[src/common/mem_pkg.sv]
`default_nettype none

package mem_pkg;

  // datapath widths
  localparam int data_w = 32;
  localparam int addr_w = 32;
  localparam int rsid_w = 4;

  // data RAM geometry
  localparam int ram_words = 256;
  localparam int ram_aw    = 8;
  localparam int ram_lsb   = 2;  // word index starts at byte address bit 2

  // opcode classes seen by the memory slice
  typedef enum logic [3:0] {
    op_nop = 4'h0,
    op_alu = 4'h1,  // any non-memory class
    op_lb  = 4'h2,
    op_lh  = 4'h3,
    op_lw  = 4'h4,
    op_lbu = 4'h5,
    op_lhu = 4'h6,
    op_sb  = 4'h7,
    op_sh  = 4'h8,
    op_sw  = 4'h9
  } op_t;

endpackage

`default_nettype wire

[src/memory/lsu.sv]
`timescale 1ns/1ps
`default_nettype none

module lsu (
  input  wire                        clk,
  input  wire                        rst,
  input  wire                        op_valid,
  input  wire  [mem_pkg::addr_w-1:0] addr,
  input  wire  [mem_pkg::rsid_w-1:0] dest_rsid,
  input  wire                        mem_write_flag,
  input  wire                        mem_read_flag,
  input  wire                        mem_sign_ext_flag,
  input  wire  [3:0]                 mem_sel,
  input  wire                        mem_write_is_rsid,
  input  wire  [mem_pkg::data_w-1:0] mem_write_data,
  input  wire                        cdb_valid,
  input  wire  [mem_pkg::rsid_w-1:0] cdb_rsid,
  input  wire  [mem_pkg::data_w-1:0] cdb_data,
  input  wire                        lsu_gnt,
  input  wire                        lsu_rvalid,
  input  wire  [mem_pkg::data_w-1:0] rdata,
  output logic                       lsu_busy,
  output logic                       lsu_req,
  output logic [3:0]                 lsu_we,
  output logic [mem_pkg::addr_w-1:0] lsu_addr,
  output logic [mem_pkg::data_w-1:0] lsu_wdata,
  output logic                       load_valid,
  output logic [mem_pkg::rsid_w-1:0] load_rsid,
  output logic [mem_pkg::data_w-1:0] load_data,
  output logic                       store_done
);
  import mem_pkg::*;

  typedef enum logic [1:0] {
    st_idle,
    st_wait_op,
    st_req,
    st_read
  } state_t;

  state_t            state;
  logic [addr_w-1:0] addr_q;
  logic [rsid_w-1:0] rsid_q;
  logic [3:0]        sel_q;
  logic              sign_q;
  logic              store_q;
  logic [data_w-1:0] data_q;    // store data or the producer rsid while waiting
  logic [1:0]        off;
  logic              issue;
  logic              hit_now;   // operand broadcast in the issue cycle itself
  logic              hit_wait;
  logic [data_w-1:0] rd_shift;

  assign issue    = op_valid && (mem_write_flag || mem_read_flag) && !lsu_busy;
  assign hit_now  = cdb_valid && (cdb_rsid == mem_write_data[rsid_w-1:0]);
  assign hit_wait = cdb_valid && (cdb_rsid == data_q[rsid_w-1:0]);

  always_ff @(posedge clk) begin
    if (!rst) begin
      state <= st_idle;
    end else begin
      case (state)
        st_idle: begin
          if (issue) begin
            if (mem_write_flag && mem_write_is_rsid && !hit_now) begin
              state <= st_wait_op;
            end else begin
              state <= st_req;
            end
          end
        end
        st_wait_op: begin
          if (hit_wait) begin
            state <= st_req;
          end
        end
        st_req: begin
          if (lsu_gnt) begin
            state <= store_q ? st_idle : st_read;  // stores finish at the grant edge
          end
        end
        st_read: begin
          if (lsu_rvalid) begin
            state <= st_idle;
          end
        end
        default: begin
          state <= st_idle;
        end
      endcase
    end
  end

  always_ff @(posedge clk) begin
    if (issue) begin
      addr_q  <= addr;
      rsid_q  <= dest_rsid;
      sel_q   <= mem_sel;
      sign_q  <= mem_sign_ext_flag;
      store_q <= mem_write_flag;
      data_q  <= (mem_write_is_rsid && hit_now) ? cdb_data : mem_write_data;
    end else if (state == st_wait_op && hit_wait) begin
      data_q <= cdb_data;  // snooped operand replaces the rsid
    end
  end

  assign off        = addr_q[1:0];
  assign lsu_busy   = (state != st_idle);
  assign lsu_req    = (state == st_req);
  assign lsu_addr   = addr_q;
  assign lsu_we     = store_q ? (sel_q << off) : 4'b0000;
  assign lsu_wdata  = data_q << {off, 3'b000};
  assign store_done = lsu_req && lsu_gnt && store_q;
  assign load_valid = (state == st_read) && lsu_rvalid;
  assign load_rsid  = rsid_q;

  // bring the addressed lane down to bit 0, then extend
  assign rd_shift = rdata >> {off, 3'b000};

  always_comb begin
    case (sel_q)
      4'b0001: load_data = {{(data_w-8){sign_q && rd_shift[7]}}, rd_shift[7:0]};
      4'b0011: load_data = {{(data_w-16){sign_q && rd_shift[15]}}, rd_shift[15:0]};
      default: load_data = rd_shift;
    endcase
  end

endmodule

`default_nettype wire

[config.mk]
export PLATFORM = sky130hd
export DESIGN_NAME = lsu
export DESIGN_NICKNAME = d
export VERILOG_FILES = /design/src/common/mem_pkg.sv /design/src/memory/lsu.sv
export SDC_FILE = /design/constraint.sdc
export NUM_CORES = 1
export LEC_CHECK = 0
export ABC_AREA = 1
export BUFFER_PORTS_ARGS = -buffer_cell sky130_fd_sc_hd__buf_2
export CAP_MARGIN = 20
export CELL_PAD_IN_SITES_DETAIL_PLACEMENT = 2
export CELL_PAD_IN_SITES_GLOBAL_PLACEMENT = 2
export CORE_ASPECT_RATIO = 1.1
export CORE_MARGIN = 8
export CORE_UTILIZATION = 21
export DETAILED_ROUTE_END_ITERATION = 6
export PLACE_DENSITY_LB_ADDON = 0.1
export SLEW_MARGIN = 40
export SYNTH_ARGS = -nofsm -noshare
export SYNTH_HDL_FRONTEND = slang
export SYNTH_SLANG_ARGS = --single-unit
[constraint.sdc]
create_clock -name clk -period 3.2 [get_ports clk]
set_input_delay 0.96 -clock clk [delete_from_list [all_inputs] [get_ports clk]]
set_output_delay 0.96 -clock clk [all_outputs]
set_load 0.01 [all_outputs]
## After elaboration in Yosys (flattened, before gate mapping)

Index checks and enable logic that the tools add are counted.

| word-level totals | value |
|---|---|
| register bits | 76 |
| logic and storage cells | 53 |
| output and inout port bits | 108 |
| input port bits | 150 |

| operators by class | value |
|---|---|
| eq/ne operators | 11 |
| reductions and logical operators | 20 |
| shift operators | 3 |
| muxes and demuxes | 12 |

Operator list:

| operator | number |
|---|---|
| 32-bit two-way mux | 3 |
| 32-bit one-hot mux with 2 select lines | 1 |
| 32-bit by 5-bit left shift with 32-bit output | 1 |
| 32-bit by 5-bit right shift with 32-bit output | 1 |
| 1-bit logical AND | 13 |
| 2-bit two-way mux | 6 |
| 4-bit == test | 2 |
| 2-bit != test, second input constant | 4 |
| 2-bit one-hot mux with 4 select lines | 1 |
| 2-bit == test, second input constant | 2 |
| 4-bit by 1-bit == test with 1-bit output, second input constant | 1 |
| 4-bit by 2-bit == test with 1-bit output, second input constant | 1 |
| 4-bit two-way mux | 1 |
| 4-bit AND reduction | 1 |
| 2-bit nonzero test | 2 |
| 4-bit by 2-bit left shift with 4-bit output | 1 |
| 2-bit by 1-bit == test with 1-bit output, second input constant | 1 |
| 1-bit logical NOT | 2 |
| 2-bit logical NOT | 1 |
| 1-bit logical OR | 1 |

## Longest topological paths before layout

Gate-level depths: netlist of run 1.

| depth | value |
|---|---|
| depth in word-level cells | 7 |
| gate-level depth with buffers | 9 |
| depth with buffers taken out | 9 |

## Worst setup path before layout of run 1

Ideal clock, no wire load.

| path | value |
|---|---|
| kind | input to register |
| start | input cdb_rsid[3] in the netlist's numbering |
| end | register data_q[0] (enable) |
| buffers on the path | 0 |
| data arrival time | 2.899 ns |
| cell stages on the path | 6 |
| setup time | 0.433 ns |
| path slack | -0.132 ns |
| data required time | 2.767 ns |
| cells stage by stage | inv_1 > nand2_1 > nand2_1 > nor2_1 > nand3_1 > o22ai_1 |

| on the way | value |
|---|---|
| longest elaborated chain between the ends | 4 |

Ends and longest elaborated chain:

| element | line | RTL |
|---|---|---|
| from (decl) | lsu.sv:17 | `input wire [mem_pkg::rsid_w-1:0] cdb_rsid,` |
| 4-bit == test | lsu.sv:56 | `assign hit_wait = cdb_valid && (cdb_rsid == data_q[rsid_w-1:0]);` |
| 1-bit logical AND | lsu.sv:56 |  |
| 1-bit logical AND | lsu.sv:102 | `end else if (state == st_wait_op && hit_wait) begin` |
| 2-bit nonzero test (no line) | n/a |  |
| to (signal assigned) | lsu.sv:101 | `data_q <= (mem_write_is_rsid && hit_now) ? cdb_data : mem_write_data;` |
| to (signal assigned) | lsu.sv:103 | `data_q <= cdb_data;` |
| to (decl) | lsu.sv:47 | `logic [data_w-1:0] data_q;` |

No other way between the ends.
A chain may end at the register's enable or synchronous reset.

## Final worst setup path of run 1

| path | value |
|---|---|
| start | input rdata[23] in the netlist's numbering |
| end | output load_data[19] in the netlist's numbering |

| on the way | value |
|---|---|
| longest elaborated chain between the ends | 3 |
| elaborated cells between the ends (all ways) | 4 |
| those cells by class | shift: 1; mux: 1; reduce/logical: 2 |

Ends and longest elaborated chain:

| element | line | RTL |
|---|---|---|
| from (decl) | lsu.sv:21 | `input wire [mem_pkg::data_w-1:0] rdata,` |
| 32-bit by 5-bit right shift with 32-bit output (*) | lsu.sv:118 | `assign rd_shift = rdata >> {off, 3'b000};` |
| 1-bit logical AND, on equally long branches | lsu.sv:123, lsu.sv:122 |  |
| 32-bit one-hot mux with 2 select lines (*) | lsu.sv:121 | `case (sel_q)` |
| to (decl) | lsu.sv:29 | `output logic [mem_pkg::data_w-1:0] load_data,` |

Mark *: on every way between the ends. The rest lies on a longest branch, timed or not.

==> results of run 1 <==
[worst min-delay path: cells and delay by family (launching register included)]
family	cells	cell delay (ns)
AO/OA/AOI/OAI	1	0.06
flip-flops	1	0.40
AND/OR/NAND/NOR	2	0.14
[power groups by stage]
stage | logic (W) | registers [W] | clock network, W
4_1_cts | 0.00134 | 0.00141 | 0.00109
6_report | 0.00129 | 0.00140 | 0.00105
3_3_place_gp | 0.00132 | 0.00142 | 0
5_1_grt | 0.00146 | 0.00142 | 0.00112
2_1_floorplan | 0.000688 | 0.00143 | 0
3_5_place_dp | 0.00134 | 0.00143 | 0
[flip-flops by register name (all words and copies together), names as in the netlist]
name       flops
data_q        32
load_rsid      4
sign_q         1
sel_q          4
state          2
lsu_addr      32
store_q        1
[metrics by stage]
step	worst slack, ns	hold slack [ns]	cells	utilization [%]
final	0.0987	0.634	1036	30.7
after floorplan	0.284	0.563	524	-
after CTS	0.0996	0.629	1036	30.7
after detailed placement	0.106	0.615	1020	29.2
after global placement	0.206	0.596	1020	29.2
after global routing	0.00305	0.703	1036	30.7
[worst max path at each step]
stage | startpoint | to | slack, ns | depth (start not counted)
6_report | rdata[23] | load_data[19] | 0.1 | 9
5_1_grt | rdata[23] | load_data[27] | 0.003 | 9
4_1_cts | rdata[23] | load_data[19] | 0.1 | 9
3_5_place_dp | rdata[23] | load_data[19] | 0.11 | 9
3_3_place_gp | rdata[23] | load_data[18] | 0.21 | 9
2_1_floorplan | rdata[23] | load_data[22] | 0.28 | 8
[placed cells by master, fill, tap and decap left out]
| cell | synthesis | final |
|---|---|---|
| sky130_fd_sc_hd__buf_2 | 8 | 257 |
| sky130_fd_sc_hd__nand2_1 | 159 | 159 |
| sky130_fd_sc_hd__edfxtp_1 | 74 | 74 |
| sky130_fd_sc_hd__nor2_1 | 48 | 47 |
| sky130_fd_sc_hd__o21ai_0 | 46 | 46 |
| sky130_fd_sc_hd__inv_1 | 39 | 39 |
| sky130_fd_sc_hd__nand3_1 | 39 | 39 |
| sky130_fd_sc_hd__a21oi_1 | 38 | 38 |
| sky130_fd_sc_hd__a22oi_1 | 14 | 14 |
| sky130_fd_sc_hd__buf_4 | 1 | 13 |
| sky130_fd_sc_hd__o22ai_1 | 10 | 9 |
| sky130_fd_sc_hd__clkbuf_16 | 0 | 9 |
| sky130_fd_sc_hd__mux2i_1 | 5 | 5 |
| sky130_fd_sc_hd__buf_12 | 0 | 4 |
| sky130_fd_sc_hd__inv_2 | 3 | 3 |
| sky130_fd_sc_hd__clkinv_4 | 0 | 3 |
| sky130_fd_sc_hd__nand3_2 | 2 | 2 |
| sky130_fd_sc_hd__xnor2_1 | 2 | 2 |
| sky130_fd_sc_hd__dfxtp_1 | 2 | 2 |
| sky130_fd_sc_hd__or2_1 | 1 | 1 |
| sky130_fd_sc_hd__o21ai_1 | 1 | 1 |
| sky130_fd_sc_hd__o211ai_1 | 1 | 1 |
| sky130_fd_sc_hd__o21ai_2 | 1 | 1 |
| sky130_fd_sc_hd__and2_1 | 1 | 1 |
| sky130_fd_sc_hd__a31oi_1 | 1 | 1 |
| sky130_fd_sc_hd__nor2_4 | 0 | 1 |
| sky130_fd_sc_hd__nand4_1 | 1 | 1 |
| sky130_fd_sc_hd__nor4_1 | 1 | 1 |
| sky130_fd_sc_hd__nor3_1 | 1 | 1 |
| sky130_fd_sc_hd__o22ai_4 | 0 | 1 |
| sky130_fd_sc_hd__bufinv_16 | 0 | 1 |
| sky130_fd_sc_hd__inv_6 | 0 | 1 |
| sky130_fd_sc_hd__clkinvlp_4 | 0 | 1 |
| sky130_fd_sc_hd__clkinv_1 | 0 | 1 |
[layer usage]
layer	track usage, %	vias to the layer above	part of all wire (%)
li1	-	2276	-
met1	15.5	2218	40
met3	6.56	11	9.1
met5	0	-	0.11
met2	28.1	169	50
met4	3.39	4	0.75
[area by class of cell]
class	count	area share, %
inverters	42	2.53
clock buffers	9	3.61
well taps	256	5.14
multi-input cells	372	27.7
repair buffers	274	23.5
flip-flops and latches	76	36.3
clock inverters	7	1.22
[cells by family after synthesis]
group	Yosys count
and+or+nand+nor	253
AOI/OAI and AO/OA	112
DFF	76
buffers and inverters	76
muxes	5
xor gates and xnor gates	2
==> results.json, run 1 <==
{
  "worstSetupStartpointType": "input pin",
  "first_iter_violations": 95,
  "final_design_area_no_fill_sq_mm": 0.00623,
  "crit_share_post_route_pct": 96.9,
  "cp.arrival_ns": 2.14,
  "clock_latency_ns": 0.34,
  "clockPowerShare_pct": 28.0,
  "worstReg2RegStart": "state[0]",
  "worstRegToRegCells": 5,
  "synth-async-reset-ratio_pct": 0,
  "slew-limit-headroom_pct": 70.2,
  "share_of_the_synthesized_area_in_compound_gates_ao_oa_aoi_oai_pct": 14.4,
  "power.share.combinational_pct": 34.5,
  "routed_wl_um": 19200,
  "setup_violations": 0,
  "synth_simple_gate_area_share_pct": 23.8,
  "die_height_um": 166,
  "register_area_sq_mm": 0.00226,
  "detailedRoute.firstPassIterationCount": 5,
  "ys_seq_elements": 76,
  "flip_flop_cell_with_the_highest_count_after_synthesis": "sky130_fd_sc_hd__edfxtp_1",
  "post_synth_main_area_contributors": "sky130_fd_sc_hd__edfxtp_1, sky130_fd_sc_hd__nand2_1, sky130_fd_sc_hd__o21ai_0",
  "h_tree_lvl_count": 3,
  "floorplan_core_area_sq_mm": 0.0203,
  "postSynthAreaPerCell_sq_um": 8.19,
  "nNetsFinal": 925,
  "p_leak_nw": 3.10,
  "placementRows": 55,
  "worstHoldEndpoint": "state[1]",
  "wl_per_cell_um": 18.6,
  "multi_input_area_sq_mm": 0.00173,
  "timing_max_transition_violations_final": 0,
  "fin_skew_ns": 0.0107,
  "layout.filler_cells": 2402,
  "p_int_w": 0.00240,
  "status": "finished clean",
  "dpl-instance-area_sq_mm": 0.00593,
  "ctsResizeCount": 0,
  "yosys_warnings": 0,
  "cts.repair_timing.setup_buffer_count": 0,
  "synth_top_family_by_area": "simple AND/OR/NAND/NOR gates",
  "grt_max_degree": 65,
  "hold_buffers": 0,
  "worst-setup-path-type": "input pin to output port",
  "critPathCaptureType": "output port",
  "vdd_ir_drop_max_uv": 231,
  "track_usage_pct": 15.2,
  "boundaryPins": 258,
  "grt_setup_unrepaired": "false",
  "tns_ns": 0,
  "vias_per_cell": 4.52,
  "root_buffer": "sky130_fd_sc_hd__clkbuf_16",
  "finalHoldViolCount": 0,
  "dieArea_sq_mm": 0.0253,
  "worstMarginPinSlew_ns": 0.447,
  "insertedDiodeCount": 0,
  "ant_nets": 0,
  "first_global_vias": 5497,
  "cp_slowest_stage_delay_ns": 0.21,
  "crit_slowest_cell": "sky130_fd_sc_hd__or2_1",
  "gp_congestion": 0.777,
  "synth_fp_nets": 674,
  "tritoncts_num_sinks": 76,
  "synth_xor_area_share_pct": 0.408,
  "p_switching_w": 0.00135,
  "synth_area_sq_mm": 0.00429,
  "half_perimeter_wire_length_after_placement_um": 15600,
  "cpMostUsedCell": "sky130_fd_sc_hd__buf_2",
  "overflow": 0,
  "via_count": 4678,
  "power_per_cell_area_mw_per_mm2": 600,
  "cts_made_buffers": 9,
  "synth_top_cell_by_area": "sky130_fd_sc_hd__edfxtp_1",
  "worst_path_dominant_cell_family": "simple AND/OR/NAND/NOR gates",
  "crit_buf_inv": 3,
  "ctsLongestPathBuffers": 2,
  "post_synth_fa_ha_maj_area_fraction_pct": 0,
  "buffer_ports.inserted": 257,
  "power_frac_seq_pct": 37.4,
  "r2r_slack_ns": 1.31,
  "yosys-top-cells-count": "sky130_fd_sc_hd__nand2_1, sky130_fd_sc_hd__edfxtp_1, sky130_fd_sc_hd__nor2_1",
  "grt_antenna_before_repair": 2,
  "cp_data_required_time_ns": 2.24,
  "reported_max_cap_violation_count": 0,
  "die_w_um": 152,
  "clkTransAtPathRegs_ns": 0.07,
  "synth.distinct_cells": 27,
  "synth_top_cell_area_share_pct": 51.8,
  "cp_cell_sequence": "buf_2 > or2_1 > o21ai_1 > o21ai_2 > nand3_2 > and2_1 > buf_12 > nand2_1 > buf_2",
  "synth_edf_count": 74,
  "min_cycle_time_layout_ns": 3.10,
  "holdCritStartpoint": "state[1]",
  "seq_area_frac_synth_pct": 52.7,
  "synth.area.mux_share_pct": 1.17,
  "kind_of_path_behind_the_tightest_hold_check": "flop to flop",
  "rr_endpoint": "lsu_addr[14]",
  "cts_tree": "done",
  "sw_ratio_pct": 36.0,
  "total_power_w": 0.00374,
  "crit_path_max_fanout": 16,
  "area.growth.synth_to_final_pct": 45.3,
  "fmaxAchievable_ghz": 0.322,
  "synthCells": 524,
  "timing.hold.worst_path_depth": 3,
  "layout_cells_sized_above_1_pct": 38.1,
  "post-route-drc-count": 0,
  "initial_core_util_pct": 21.1,
  "most_common_cell_in_the_synthesized_netlist": "sky130_fd_sc_hd__nand2_1",
  "grt_pass1_wl_um": 30400
}
Power figures use the tool's default switching activity.
==> run 2: changes to the inputs <==
--- a/config.mk
+++ b/config.mk
@@ -14,6 +14,7 @@
 export CORE_MARGIN = 8
 export CORE_UTILIZATION = 21
 export DETAILED_ROUTE_END_ITERATION = 6
+export MAX_ROUTING_LAYER = met4
 export PLACE_DENSITY_LB_ADDON = 0.1
 export SLEW_MARGIN = 40
 export SYNTH_ARGS = -nofsm -noshare
==> run 2 against run 1 <==
Maximum frequency is essentially flat. Global-route usage grew 0.41 points. Clock power is essentially flat. Cell count grew 0.19%. Clock skew is essentially flat. Largest cell class unchanged. Sequential share of layout area is essentially flat. Die area is the same. Hold slack is essentially flat. Sequential power is essentially flat. Critical path type unchanged. Core utilization is essentially flat. Largest power group unchanged. Total power is essentially flat.
==> results.json, run 2 (synthesis gave the netlist of run 1 again) <==
{
  "crit_buf_inv": 3,
  "ctsResizeCount": 0,
  "grt_pass1_wl_um": 30200,
  "grt_setup_unrepaired": "false",
  "detailedRoute.firstPassIterationCount": 4,
  "most-common-layout-cells": "sky130_fd_sc_hd__buf_2, sky130_fd_sc_hd__nand2_1, sky130_fd_sc_hd__edfxtp_1, sky130_fd_sc_hd__nor2_1, sky130_fd_sc_hd__o21ai_0",
  "placementRows": 55,
  "grt_antenna_before_repair": 2,
  "dpl.cell_count": 1020,
  "crit_share_post_route_pct": 96.9,
  "worstSetupStartpointType": "input pin",
  "p_int_w": 0.00240,
  "total_power_w": 0.00374,
  "crit_slowest_cell": "sky130_fd_sc_hd__or2_1",
  "cp_data_required_time_ns": 2.24,
  "slew-limit-headroom_pct": 69.6,
  "timing_max_transition_violations_final": 0,
  "cp.arrival_ns": 2.14,
  "nNetsFinal": 925,
  "die_w_um": 152,
  "cts_tree": "done",
  "final-instance-count-excl-fill": 1038,
  "vdd_ir_drop_max_uv": 230,
  "p_switching_w": 0.00135,
  "wl_per_cell_um": 18.5,
  "crit_path_max_fanout": 16,
  "p_leak_nw": 3.10,
  "clockPowerShare_pct": 28.0,
  "fmaxAchievable_ghz": 0.323,
  "post-route-drc-count": 0,
  "reported_max_cap_violation_count": 0,
  "via_count": 4679,
  "ctsLongestPathBuffers": 2,
  "fin_skew_ns": 0.0106,
  "final_core_utilization_pct": 30.7,
  "overflow": 0,
  "initial_core_util_pct": 21.1,
  "track_usage_pct": 15.6,
  "tns_ns": 0,
  "worst_path_dominant_cell_family": "simple AND/OR/NAND/NOR gates",
  "area.growth.synth_to_final_pct": 45.4,
  "first_global_vias": 5540,
  "gp_congestion": 0.788,
  "cts.repair_timing.setup_buffer_count": 0,
  "power_per_cell_area_mw_per_mm2": 600,
  "critPathCaptureType": "output port",
  "die_height_um": 166,
  "grt_max_degree": 65,
  "final_common_cell": "sky130_fd_sc_hd__buf_2",
  "cpMostUsedCell": "sky130_fd_sc_hd__buf_2",
  "tritoncts_num_sinks": 76,
  "first_iter_violations": 113,
  "dieArea_sq_mm": 0.0253,
  "vias_per_cell": 4.51,
  "root_buffer": "sky130_fd_sc_hd__clkbuf_16",
  "clkTransAtPathRegs_ns": 0.07,
  "floorplan_core_area_sq_mm": 0.0203,
  "routed_wl_um": 19200,
  "buffer_ports.inserted": 257,
  "ant_nets": 0,
  "worstMarginPinSlew_ns": 0.455,
  "power.share.combinational_pct": 34.6,
  "boundaryPins": 258,
  "kind_of_path_behind_the_tightest_hold_check": "flop to flop",
  "cp_cell_sequence": "buf_2 > or2_1 > o21ai_1 > o21ai_2 > nand3_2 > and2_1 > buf_12 > nand2_1 > buf_2",
  "status": "finished clean",
  "h_tree_lvl_count": 3,
  "cts_made_buffers": 9,
  "clock_latency_ns": 0.34,
  "hold_buffers": 0,
  "layout_cells_sized_above_1_pct": 38.1,
  "worst-setup-path-type": "input pin to output port",
  "sw_ratio_pct": 36.0,
  "cp_slowest_stage_delay_ns": 0.22,
  "setup_violations": 0,
  "min_cycle_time_layout_ns": 3.10,
  "power_frac_seq_pct": 37.4,
  "finalHoldViolCount": 0,
  "half_perimeter_wire_length_after_placement_um": 15600
}
-- run 2: cell count changes in the layout (fill, tap and decap cells not counted), sizes merged --
cell	delta
diode	+2
-- run 2: final cells by class --
cell class,count,area [sq um]
multi-input combinational,372,1730
fill,2404,14100
inverter,42,158
clock buffer,9,225
clock inverter,7,76.3
tap,256,320
antenna,2,5.00
timing repair buffer,274,1460
sequential,76,2260
-- run 2: power groups by stage --
| stage | Sequential [W] | Clock [W] | Combinational (W) |
|---|---|---|---|
| global placement | 0.00142 | 0 | 0.00132 |
| detailed placement | 0.00143 | 0 | 0.00134 |
| floorplan | 0.00143 | 0 | 0.000688 |
| finish | 0.00140 | 0.00105 | 0.00130 |
| global route | 0.00142 | 0.00112 | 0.00146 |
| CTS | 0.00141 | 0.00109 | 0.00134 |
-- run 2: stage by stage --
step	setup WS [ns]	hold slack [ns]	area [sq um]
6_report	0.0995	0.634	6240
5_1_grt	0.00269	0.703	6240
4_1_cts	0.0996	0.629	6230
3_5_place_dp	0.106	0.615	5930
3_3_place_gp	0.206	0.596	5930
2_1_floorplan	0.284	0.563	4300
-- run 2: metal layers --
layer / vias to the layer above / wire length [um] / global-route usage [%] / share of wire, %
met5: - / 0 / - / 0
met4: 0 / 150 / 3.39 / 0.78
met3: 10 / 1350 / 5.08 / 7.0
met2: 172 / 9710 / 28.0 / 51
met1: 2213 / 7990 / 16.5 / 42
li1: 2284 / - / - / -
-- run 2: worst reg2reg max path, cell delays in order, from the launching register on --
cell	delay (ns)
sky130_fd_sc_hd__dfxtp_1	0.34
sky130_fd_sc_hd__inv_1	0.13
sky130_fd_sc_hd__nand2_1	0.19
sky130_fd_sc_hd__nor2_4	0.37
sky130_fd_sc_hd__buf_12	0.24
sky130_fd_sc_hd__buf_4	0.31
-- run 2: path summary, 6_finish.rpt --
path	startpoint	cells after the start	slack, ns	to
setup reg to reg	state[0]	5	1.30	lsu_addr[14]
hold / removal	state[1]	3	0.63	state[1]
setup / recovery	rdata[23]	9	0.1	load_data[27]
hold reg to reg	state[1]	3	0.63	state[1]
